--- config.mk ---
export PLATFORM = sky130hd
export DESIGN_NAME = lsu
export DESIGN_NICKNAME = d
export VERILOG_FILES = /design/src/source/rv_core_pkg.sv /design/src/source/lsu.sv
export SDC_FILE = /design/constraint.sdc
export NUM_CORES = 1
export LEC_CHECK = 0
export BUFFER_PORTS_ARGS = -buffer_cell sky130_fd_sc_hd__buf_2
export CORE_AREA = 2 2 169 171
export DETAILED_ROUTE_END_ITERATION = 10
export DIE_AREA = 0 0 171 173
export MAX_ROUTING_LAYER = met4
export PLACE_DENSITY = 0.5
export SYNTH_ARGS = -nofsm -noshare
export SYNTH_HDL_FRONTEND = slang
export SYNTH_SLANG_ARGS = --single-unit
--- constraint.sdc ---
create_clock -name vclk -period 2.5
set_input_delay 0.25 -clock vclk [all_inputs]
set_output_delay 0.25 -clock vclk [all_outputs]
set_load 0.02 [all_outputs]
--- src/source/rv_core_pkg.sv ---
package rv_core_pkg;

    localparam int xlen           = 64;
    localparam int inst_width     = 32;
    localparam int reg_addr_width = 5;
    localparam logic [xlen-1:0] reset_pc = 64'h0;

    localparam logic [6:0] opc_op        = 7'b0110011;
    localparam logic [6:0] opc_op_imm    = 7'b0010011;
    localparam logic [6:0] opc_op_32     = 7'b0111011;
    localparam logic [6:0] opc_op_imm_32 = 7'b0011011;
    localparam logic [6:0] opc_load      = 7'b0000011;
    localparam logic [6:0] opc_store     = 7'b0100011;
    localparam logic [6:0] opc_jal       = 7'b1101111;
    localparam logic [6:0] opc_jalr      = 7'b1100111;
    localparam logic [6:0] opc_lui       = 7'b0110111;
    localparam logic [6:0] opc_auipc     = 7'b0010111;
    localparam logic [6:0] opc_branch    = 7'b1100011;

    localparam logic [inst_width-1:0] inst_ebreak = 32'h0010_0073;

    typedef enum logic [2:0] {alu_add, alu_sub, alu_sltu, alu_sra} alu_op_e;
    typedef enum logic [2:0] {src_reg, src_imm, src_four_pc, src_imm_pc} alu_src_e;
    typedef enum logic [2:0] {imm_i, imm_s, imm_b, imm_u, imm_j} imm_fmt_e;
    typedef enum logic [1:0] {
        load_none, load_word_signed, load_double, load_byte_unsigned
    } load_kind_e;

    typedef struct packed {
        logic [6:0]                funct7;
        logic [reg_addr_width-1:0] rs2;
        logic [reg_addr_width-1:0] rs1;
        logic [2:0]                funct3;
        logic [reg_addr_width-1:0] rd;
        logic [6:0]                opcode;
    } r_fmt_t;

    typedef struct packed {
        logic [11:0]               imm;
        logic [reg_addr_width-1:0] rs1;
        logic [2:0]                funct3;
        logic [reg_addr_width-1:0] rd;
        logic [6:0]                opcode;
    } i_fmt_t;

    typedef struct packed {
        logic [6:0]                imm_hi;
        logic [reg_addr_width-1:0] rs2;
        logic [reg_addr_width-1:0] rs1;
        logic [2:0]                funct3;
        logic [4:0]                imm_lo;
        logic [6:0]                opcode;
    } s_fmt_t;

    typedef struct packed {
        logic                      imm_12;
        logic [5:0]                imm_10_5;
        logic [reg_addr_width-1:0] rs2;
        logic [reg_addr_width-1:0] rs1;
        logic [2:0]                funct3;
        logic [3:0]                imm_4_1;
        logic                      imm_11;
        logic [6:0]                opcode;
    } b_fmt_t;

    typedef struct packed {
        logic [19:0]               imm_31_12;
        logic [reg_addr_width-1:0] rd;
        logic [6:0]                opcode;
    } u_fmt_t;

    typedef struct packed {
        logic                      imm_20;
        logic [9:0]                imm_10_1;
        logic                      imm_11;
        logic [7:0]                imm_19_12;
        logic [reg_addr_width-1:0] rd;
        logic [6:0]                opcode;
    } j_fmt_t;

    typedef union packed {
        r_fmt_t r_fmt;
        i_fmt_t i_fmt;
        s_fmt_t s_fmt;
        b_fmt_t b_fmt;
        u_fmt_t u_fmt;
        j_fmt_t j_fmt;
    } rv_inst_u;

    typedef struct packed {
        logic [reg_addr_width-1:0] rs1;
        logic [reg_addr_width-1:0] rs2;
        logic [reg_addr_width-1:0] rd;
        logic                      reg_wen;
        imm_fmt_e                  imm_fmt;
        alu_op_e                   alu_op;
        alu_src_e                  alu_src;
        logic                      branch;
        logic                      branch_on_equal; // beq when set, bne otherwise
        logic                      jump;
        logic                      jalr;
        load_kind_e                load_kind;
        logic [7:0]                store_wmask;
        logic                      word_op;         // sign-extend low word of result
    } ctrl_t;

    typedef struct packed {
        logic [xlen-1:0] addr;
        logic [xlen-1:0] wdata;
        logic [7:0]      wmask;
        logic            wen;
        logic            ren;
    } dmem_req_t;

    typedef struct packed {
        logic [xlen-1:0] addr;
    } imem_req_t;

endpackage

--- src/source/lsu.sv ---
`timescale 1ns/100ps

module lsu import rv_core_pkg::*; (
    input  ctrl_t           ctrl,
    input  logic [xlen-1:0] alu_result,
    input  logic [xlen-1:0] rs2_data,
    input  logic [xlen-1:0] dmem_rdata,
    input  logic            run,
    output dmem_req_t       dmem_req,
    output logic [xlen-1:0] wb_data
);

    logic [2:0]      lane;
    logic [xlen-1:0] lane_data;
    logic [xlen-1:0] load_data;

    assign lane = alu_result[2:0]; // byte offset in the doubleword

    always_comb begin
        dmem_req.addr  = alu_result;
        dmem_req.wdata = rs2_data << {lane, 3'b000};
        dmem_req.wmask = ctrl.store_wmask << lane;
        dmem_req.wen   = run & (|ctrl.store_wmask);
        dmem_req.ren   = run & (ctrl.load_kind != load_none);
    end

    assign lane_data = dmem_rdata >> {lane, 3'b000};

    always_comb begin
        case (ctrl.load_kind)
            load_word_signed: begin
                load_data = {{(xlen-32){lane_data[31]}}, lane_data[31:0]};
            end
            load_byte_unsigned: begin
                load_data = {{(xlen-8){1'b0}}, lane_data[7:0]};
            end
            default: begin
                load_data = lane_data; // ld, lane is zero when aligned
            end
        endcase
    end

    assign wb_data = (ctrl.load_kind != load_none) ? load_data : alu_result;

endmodule

* Word level (Yosys, flattened, before mapping)
Cells that the tools add are included.
W data, S select, Z words.
** Word-level totals
- Register bits after elaboration :: 0
** Cells by class
- Equality and inequality tests :: 2
- Shift-type cells :: 3
- Multiplexer cells :: 2
- Bitwise logic cells :: 2
- Reduce and logical (&&, ||, !) cells :: 2
** Operators by type and width (number)
- $pmux W64 S2 :: 1
- $mux W64 :: 1
- $shl A64 B6 Y64 :: 1
- $shr A64 B6 Y64 :: 1
- $reduce_or A8 Y1 :: 1
- $shl A8 B3 Y8 :: 1
- $and A1 B1 Y1 :: 2
- $eq A2 B1 Y1 const B :: 1
- $eq A2 B2 Y1 const B :: 1
- $reduce_bool A2 Y1 :: 1

* Longest topological paths before layout
Gate-level depths: netlist of the first run.
- Depth after elaboration :: 3
- Gate-level depth with buffers :: 8
- Depth with buffers taken out :: 4

* Worst setup path after synthesis of the first run
No wires, ideal clock.
- Kind :: input to output
- From :: in alu_result[0]
- To :: out wb_data[56]
- Arrival :: 1686 ps
- Data required time :: 2250 ps
- Slack :: 564 ps
- Cell stages on the path :: 6
- Path through :: buf_6 buf_8 or2_2 nor3_4 nand2_1 a211oi_1
** On the way
- Word-level cells in the longest chain between the ends :: 3
** Ends and longest elaborated chain
- start, declared :: RTL line lsu.sv:5 : input logic [xlen-1:0] alu_result,
- $shr A64 B6 Y64 :: RTL line lsu.sv:27 : assign lane_data = dmem_rdata >> {lane, 3'b000};
- $pmux W64 S2 :: RTL line lsu.sv:30 : case (ctrl.load_kind)
- $mux W64 :: RTL line lsu.sv:43 : assign wb_data = (ctrl.load_kind != load_none) ? load_data : alu_result;
- end, declared :: RTL line lsu.sv:10 : output logic [xlen-1:0] wb_data
No other way between the ends.

* Final worst setup path of the first run
- From :: in alu_result[1]
- To :: out wb_data[43]
The elaborated chain is that of the path after synthesis.

==> results of run 1 <==
## layer usage
layer  global-route usage  vias up  share of wire
met5                    -        -              0
met4               0.0512        0          0.031
met3               0.0352       33          0.078
met2                0.337      368           0.50
met1                0.207     3053           0.39
li1                     -     3084              -
## cells in the mapped netlist, types with 2 or more instances
master,number
a221oi_1,2
or2_2,3
buf_4,73
a22o_1,7
and2_1,14
nor4_1,2
o32ai_1,11
buf_8,2
o22ai_1,15
nor2_1,153
nor2_2,3
nand2b_1,16
o21ai_0,13
mux2_2,45
buf_1,3
clkbuf_1,21
mux2i_1,76
mux4_2,14
o2bb2ai_1,7
a211oi_2,6
a221o_1,31
a21oi_1,65
and3_1,6
a211oi_1,8
buf_6,8
buf_2,22
nand2_1,33
nor2b_1,10
## cells by family after synthesis
logic type	Yosys count	synth area share
buffers and inverters	133	0.185
multiplexers	136	0.331
AO/OA/AOI/OAI	171	0.254
XOR/XNOR	1	0.00335
AND/OR/NAND/NOR	246	0.226
## final cells by class
type                       count  share of cell area
tap                          378              0.0688
inverter                       3             0.00164
timing repair buffer         449               0.351
antenna                        4             0.00146
multi-input combinational    554               0.577
## through the flow
stage	utilization	instances	instance area, um^2	worst slack, ps
after CTS	0.248	1384	6870	181
final	0.249	1388	6880	220
after global routing	0.249	1388	6880	113
after detailed placement	0.248	1384	6870	192
after floorplan	-	687	4850	564
after global placement	0.248	1384	6870	214
## final timing paths
kind | startpoint | to | slack [ps] | cells after the start
worst min-delay path | alu_result[59] | dmem_req[133] | 730 | 2
worst max-delay path | alu_result[1] | wb_data[43] | 220 | 6
## power by group through the flow
stage	Clock, mW	Sequential [mW]	Combinational (mW)
after CTS	0	0	1.79
after global placement	0	0	1.79
final	0.000000214	0	1.78
after floorplan	0	0	1.12
after global routing	0.000000214	0	1.91
after detailed placement	0	0	1.78
==> results.json, run 1 <==
{
  "portBuffers": 405,
  "p_leak_nw": 3.54,
  "clockBufferCount": 0,
  "syn-cell-area_um2": 4850,
  "cts_setup_buffers": 0,
  "final_hold_viol_count": 0,
  "multi_input_area_um2": 3970,
  "power_density_nw_per_um2": 258,
  "total_power_mw": 1.78,
  "coreArea_um2": 27600,
  "yosys.area.top_type": "mux2i_1",
  "crit_path_max_fanout": 14,
  "die_h_um": 173,
  "synth_top_area_frac": 0.157,
  "slew_viol_final": 0,
  "nFillCells": 3172,
  "wl_per_cell_um": 20.8,
  "register_area_um2": 0,
  "grt_max_degree": 73,
  "gp_congestion": 0.869,
  "slowest_stage": "nor3_2",
  "drt-initial-drc-count": 421,
  "timing.critical_path.buf_inv": 2,
  "ys_seq_area_frac": 0,
  "layout_common_cells": "buf_2, nor2_1, mux2i_1",
  "core.rowCount": 61,
  "drt_wl_total_um": 28800,
  "setup_tns_ps": 0,
  "status": "finished clean",
  "hold_ws_ps": 735,
  "area_growth_pct": 41.6,
  "cp_data_arrival_time_ps": 2030,
  "synth_area_per_cell_um2": 7.07,
  "crit_path_end_kind": "output port",
  "viasPerCell": 4.71,
  "layout_min_cycle_time_ps": 2280,
  "grt_usage": 0.187,
  "hpwl_um": 24000,
  "rsz0062_at_grt": "false",
  "syn_inst": 687,
  "clkPwrFrac": 0,
  "nFlopsAndLatches": 0,
  "comb_power_share": 1.000,
  "path_delay_family": "simple AND/OR/NAND/NOR gates",
  "cp_slowest_stage_delay_ps": 690,
  "p_int_mw": 0.687,
  "worstPathRequired_ps": 2250,
  "switchingPower_mw": 1.09,
  "grt_pass1_vias": 6469,
  "die-area_um2": 29600,
  "drive_gt1_frac": 0.527,
  "min_path_type": "in2out",
  "vias": 6538,
  "setup_viol": 0,
  "switching_share": 0.613,
  "antenna_left": 0,
  "worst_pin_slew_ps": 1070,
  "start_util": 0.176,
  "finalCritPeriodShare": 0.912,
  "drt_pass1_iterations": 5,
  "cp_cell_sequence": "buf_4 -> nand2b_1 -> o221a_4 -> nor3_2 -> a221o_1 -> buf_2",
  "synth_nets": 920,
  "grt_pass1_wl_um": 40500,
  "cts_resized": 0,
  "fmax_ghz": 0.439,
  "die_w_um": 171,
  "yosys_warnings": 0,
  "grt-ovfl-total": 0,
  "power.share.sequential": 0,
  "cts_hold_buffers": 0,
  "crit_type": "in2out",
  "ir_drop_mv": 0.0961,
  "antenna_found_initial": 5,
  "synth.area.top_cells": "mux2i_1, nor2_1, buf_4, mux2_2, a21oi_1",
  "ys_types": 46,
  "final_common_cell": "buf_2",
  "top_level_ports": 435,
  "relSlewSlack": 0.284,
  "drc": 0,
  "startpoint_type": "primary input",
  "drv_cap": 0,
  "nets": 1241
}
(Power assumes the default switching activity.)
==> inputs of run 2 (changes only) <==
Settings changed: ABC_AREA set to 1, CORE_AREA 2 2 169 171 to 2 2 168 170, DIE_AREA 0 0 171 173 to 0 0 170 172, PLACE_DENSITY 0.5 to 0.51.
==> run 2 against run 1 <==
Via count is 24% higher; final area is 2.2% higher; first-iteration DRC count is 5.0% higher; maximum frequency is 12% higher; hold slack worse by 3.1 ps; core utilization is 0.68 points higher; flip-flop and latch count stayed put; total power is 1.3% lower.
==> results.json, run 2 <==
{
  "viasPerCell": 4.70,
  "startpoint_type": "primary input",
  "hpwl_um": 25500,
  "synth_top_family_by_area": "simple AND/OR/NAND/NOR gates",
  "layout_common_cells": "nand2_1, buf_2, nand3_1",
  "layout_min_cycle_time_ps": 2040,
  "core.rowCount": 61,
  "coreArea_um2": 27500,
  "dpl_worst_slack_ps": 476,
  "drive_gt1_frac": 0.353,
  "synth_nets": 1333,
  "cts_setup_buffers": 0,
  "gp_congestion": 0.882,
  "synth_top_area_frac": 0.300,
  "synth.most_common_cell": "nand2_1",
  "drt-initial-drc-count": 442,
  "area_growth_pct": 35.1,
  "drv_cap": 0,
  "nFlopsAndLatches": 0,
  "synth-xor-area-share": 0,
  "cp_data_arrival_time_ps": 1790,
  "slew_viol_final": 0,
  "portBuffers": 405,
  "ir_drop_mv": 0.0775,
  "die-area_um2": 29200,
  "cts_resized": 0,
  "die_h_um": 172,
  "crit_path_max_fanout": 29,
  "fmax_ghz": 0.490,
  "synth.area.mux_share": 0,
  "layout_setup_ws_ps": 458,
  "nFillCells": 3257,
  "vias": 8109,
  "ys_seq_area_frac": 0,
  "die_w_um": 170,
  "grt_pass1_wl_um": 43600,
  "cts_hold_buffers": 0,
  "grt_max_degree": 71,
  "worstHoldPathCells": 2,
  "relSlewSlack": 0.616,
  "final_cell_area_um2": 7020,
  "nets": 1610,
  "antenna_found_initial": 6,
  "final_hold_viol_count": 0,
  "drc": 0,
  "p_leak_nw": 3.96,
  "yosys.area.top_type": "nand2_1",
  "status": "finished clean",
  "setup_tns_ps": 0,
  "clockBufferCount": 0,
  "syn_inst": 1100,
  "start_util": 0.189,
  "synthTopCellsByCount": "nand2_1, nand3_1, nor2_1, buf_4, o21ai_0",
  "yosys.area_share.simple": 0.564,
  "ys_types": 24,
  "antenna_left": 0,
  "drt_pass1_iterations": 5,
  "worst_pin_slew_ps": 576,
  "placed_area_um2": 7020,
  "synth.area.top_cells": "nand2_1, nand3_1, buf_4, o21ai_0, nor2_1",
  "crit_path_end_kind": "output port",
  "syn-cell-area_um2": 5200,
  "synthAdderAreaFrac": 0,
  "worstPathRequired_ps": 2250,
  "multi_input_area_um2": 4090,
  "final_common_cell": "nand2_1",
  "wl_per_cell_um": 17.6,
  "min_path_type": "in2out",
  "synth_compound_area_frac": 0.222,
  "register_area_um2": 0,
  "setup_viol": 0,
  "grt_pass1_vias": 7438,
  "grt-ovfl-total": 0,
  "power_density_nw_per_um2": 249,
  "crit_type": "in2out",
  "rsz0062_at_grt": "false",
  "drt_wl_total_um": 30400,
  "grt_usage": 0.199,
  "top_level_ports": 435,
  "finalCritPeriodShare": 0.817,
  "synth_area_per_cell_um2": 4.72,
  "yosys_warnings": 0
}
==> run 2: cell count changes in the layout (fill, tap and decap cells not counted), sizes merged, moves of 21 or more <==
cell,change
a221o,-31
nand2,+382
o21ai,+114
buf,-21
mux2,-45
inv,+43
nand3,+161
mux2i,-76
nor2,-68
or2,+30
==> run 2: power by group <==
group / switching, mW / internal, mW / total (mW)
registers: 0 / 0 / 0
clock network: 0 / 0.000000161 / 0.000000161
logic: 1.16 / 0.589 / 1.75
total: 1.16 / 0.589 / 1.75
==> run 2: metal layers <==
metal	up-vias	global-route usage	routed length [um]
met4	0	0.0394	704
li1	4058	-	-
met1	3610	0.232	12200
met3	28	0.0311	2480
met2	413	0.364	15000
met5	-	-	0
==> run 2: final cells by class <==
cell class,count,share of cell area
Timing Repair Buffer,428,0.330
Multi-Input combinational cell,901,0.582
Antenna cell,3,0.00107
Tap cell,346,0.0616
Inverter,46,0.0253
==> run 2: through the flow <==
stage	cells	util	hold slack [ps]	power (mW)
after floorplan	1100	-	613	1.13
after global placement	1721	0.255	732	1.76
after detailed placement	1721	0.255	732	1.76
after CTS	1721	0.255	732	1.77
after global routing	1723	0.256	740	1.93
final	1724	0.256	732	1.75
==> run 2: logic make-up (layout without fill, tap and decap cells) <==
logic type / count (synthesis) / in the layout
AO/OA/AOI/OAI: 200 / 200
buffers and inverters: 199 / 474
AND/OR/NAND/NOR: 701 / 701
other: 0 / 3
==> run 2: path summary, 6_finish.rpt <==
kind                      startpoint       endpoint  slack (ps)
worst max-delay path   alu_result[1]     wb_data[1]         460
worst min-delay path  alu_result[38]  dmem_req[112]         730
==> run 2: worst max-delay path: stages <==
cell and delay (ps):
buf_4 180, inv_4 210, buf_4 370, o21ai_0 160, o22ai_1 200, nand2_1 90
nand3_1 110, buf_2 200
==> inputs of run 3 (changes only) <==
Settings changed: CORE_AREA 2 2 168 170 to 2 2 169 171, DIE_AREA 0 0 170 172 to 0 0 171 173.
Clock period 2.5 ns to 1.9 ns, I/O delays scaled along.
==> run 3 against run 2 <==
Final cell count increased by 3.8%; via count rose by 2.1%; wire length up 2.5%; total power rose by 37%; global-route usage up 0.33 points; flip-flop and latch count did not move; first-iteration DRC count increased by 15%; worst setup slack worse by 370 ps; final area increased by 5.4%; critical path depth is 1 higher; sequential share of layout area unchanged; die area grew 1.2%; critical endpoint is now dmem_req[63].
==> results.json, run 3 (synthesized netlist as in run 2, its figures left out) <==
{
  "portBuffers": 405,
  "worst_pin_slew_ps": 456,
  "startpoint_type": "primary input",
  "timing.critical_path.buf_inv": 5,
  "cts_setup_buffers": 0,
  "nets": 1640,
  "hold_ws_ps": 612,
  "wl_per_cell_um": 17.4,
  "setup_viol": 0,
  "nFlopsAndLatches": 0,
  "layout_common_cells": "nand2_1, buf_2, nand3_1",
  "finalCritPeriodShare": 0.956,
  "drt_wl_total_um": 31200,
  "crit_path_end_kind": "output port",
  "holdPathEnd": "dmem_req[99]",
  "viasPerCell": 4.63,
  "worstHoldPathCells": 2,
  "status": "finished clean",
  "drt_pass1_iterations": 5,
  "cp_data_arrival_time_ps": 1630,
  "area_growth_pct": 42.5,
  "dpl_worst_slack_ps": 53.2,
  "rsz0062_at_grt": "false",
  "final_common_cell": "nand2_1",
  "drc": 0,
  "top_level_ports": 435,
  "layout_setup_ws_ps": 84.5,
  "crit_path_frequent_cell": "buf_4",
  "clockBufferCount": 0,
  "coreArea_um2": 27600,
  "crit_path_max_fanout": 66,
  "worstHoldStart": "alu_result[25]",
  "drv_cap": 0,
  "antenna_left": 0,
  "cts_resized": 0,
  "vias": 8279,
  "gp_congestion": 0.920,
  "grt-ovfl-total": 0,
  "ir_drop_mv": 0.109,
  "power_density_nw_per_um2": 325,
  "layout_min_cycle_time_ps": 1820,
  "core.rowCount": 61,
  "die-area_um2": 29600,
  "crit_type": "in2out",
  "cp_cell_sequence": "buf_4 -> buf_12 -> buf_4 -> nand2_1 -> nand2_1 -> o21ai_0 -> buf_4 -> o21ai_1 -> buf_2",
  "drt-initial-drc-count": 509,
  "slew_viol_final": 0,
  "die_h_um": 173,
  "antenna_found_initial": 5,
  "path_delay_family": "buffers and inverters",
  "cts_hold_buffers": 0,
  "min_path_type": "in2out",
  "register_area_um2": 0,
  "die_w_um": 171,
  "slowest_stage": "buf_12",
  "grt_usage": 0.203,
  "drive_gt1_frac": 0.367,
  "hpwl_um": 26300,
  "grt_pass1_vias": 7637,
  "cp_slowest_stage_delay_ps": 260,
  "start_util": 0.188,
  "fmax_ghz": 0.551,
  "final_hold_viol_count": 0,
  "setup_tns_ps": 0,
  "grt_pass1_wl_um": 45500,
  "relSlewSlack": 0.693,
  "worstPathRequired_ps": 1710,
  "grt_max_degree": 67,
  "p_leak_nw": 4.15
}
run 3: routing by layer:
metal	global-route usage	vias up	part of all wire	routed length, um
met1	0.242	3724	0.41	12800
met4	0.0350	0	0.019	590
li1	-	4122	-	-
met5	-	-	0	0
met2	0.361	415	0.49	15400
met3	0.0298	18	0.077	2410
run 3: metrics by stage:
stage           util  instance area, um^2  total power, mW  cells
2_1_floorplan      -                 5200             1.49   1100
3_3_place_gp   0.267                 7380             2.42   1783
3_5_place_dp   0.267                 7380             2.42   1783
4_1_cts        0.267                 7380             2.43   1783
5_1_grt        0.268                 7400             2.63   1788
6_report       0.268                 7410             2.41   1789
run 3: cell type report:
class	count	area (um^2)
Fill cell	3296	20200
Multi-Input combinational cell	901	4090
Timing Repair Buffer	458	2650
Tap cell	378	473
Inverter	46	180
Antenna cell	6	15.0
run 3: worst max path at each step:
| stage | slack, ps | to | start | cells after the start |
|---|---|---|---|---|
| 2_1_floorplan | 340 | dmem_req[43] | alu_result[1] | 6 |
| 3_5_place_dp | 50 | dmem_req[63] | alu_result[0] | 9 |
| 6_report | 80 | dmem_req[63] | alu_result[0] | 9 |
| 3_3_place_gp | 50 | dmem_req[63] | alu_result[0] | 9 |
| 5_1_grt | 7 | wb_data[63] | alu_result[0] | 10 |
| 4_1_cts | 40 | dmem_req[63] | alu_result[0] | 9 |
run 3: power by group:
| group | total (mW) | internal [mW] | switching [mW] |
|---|---|---|---|
| logic | 2.41 | 0.846 | 1.56 |
| registers | 0 | 0 | 0 |
| clock network | 0.000000424 | 0.000000424 | 0 |
| total | 2.41 | 0.846 | 1.56 |
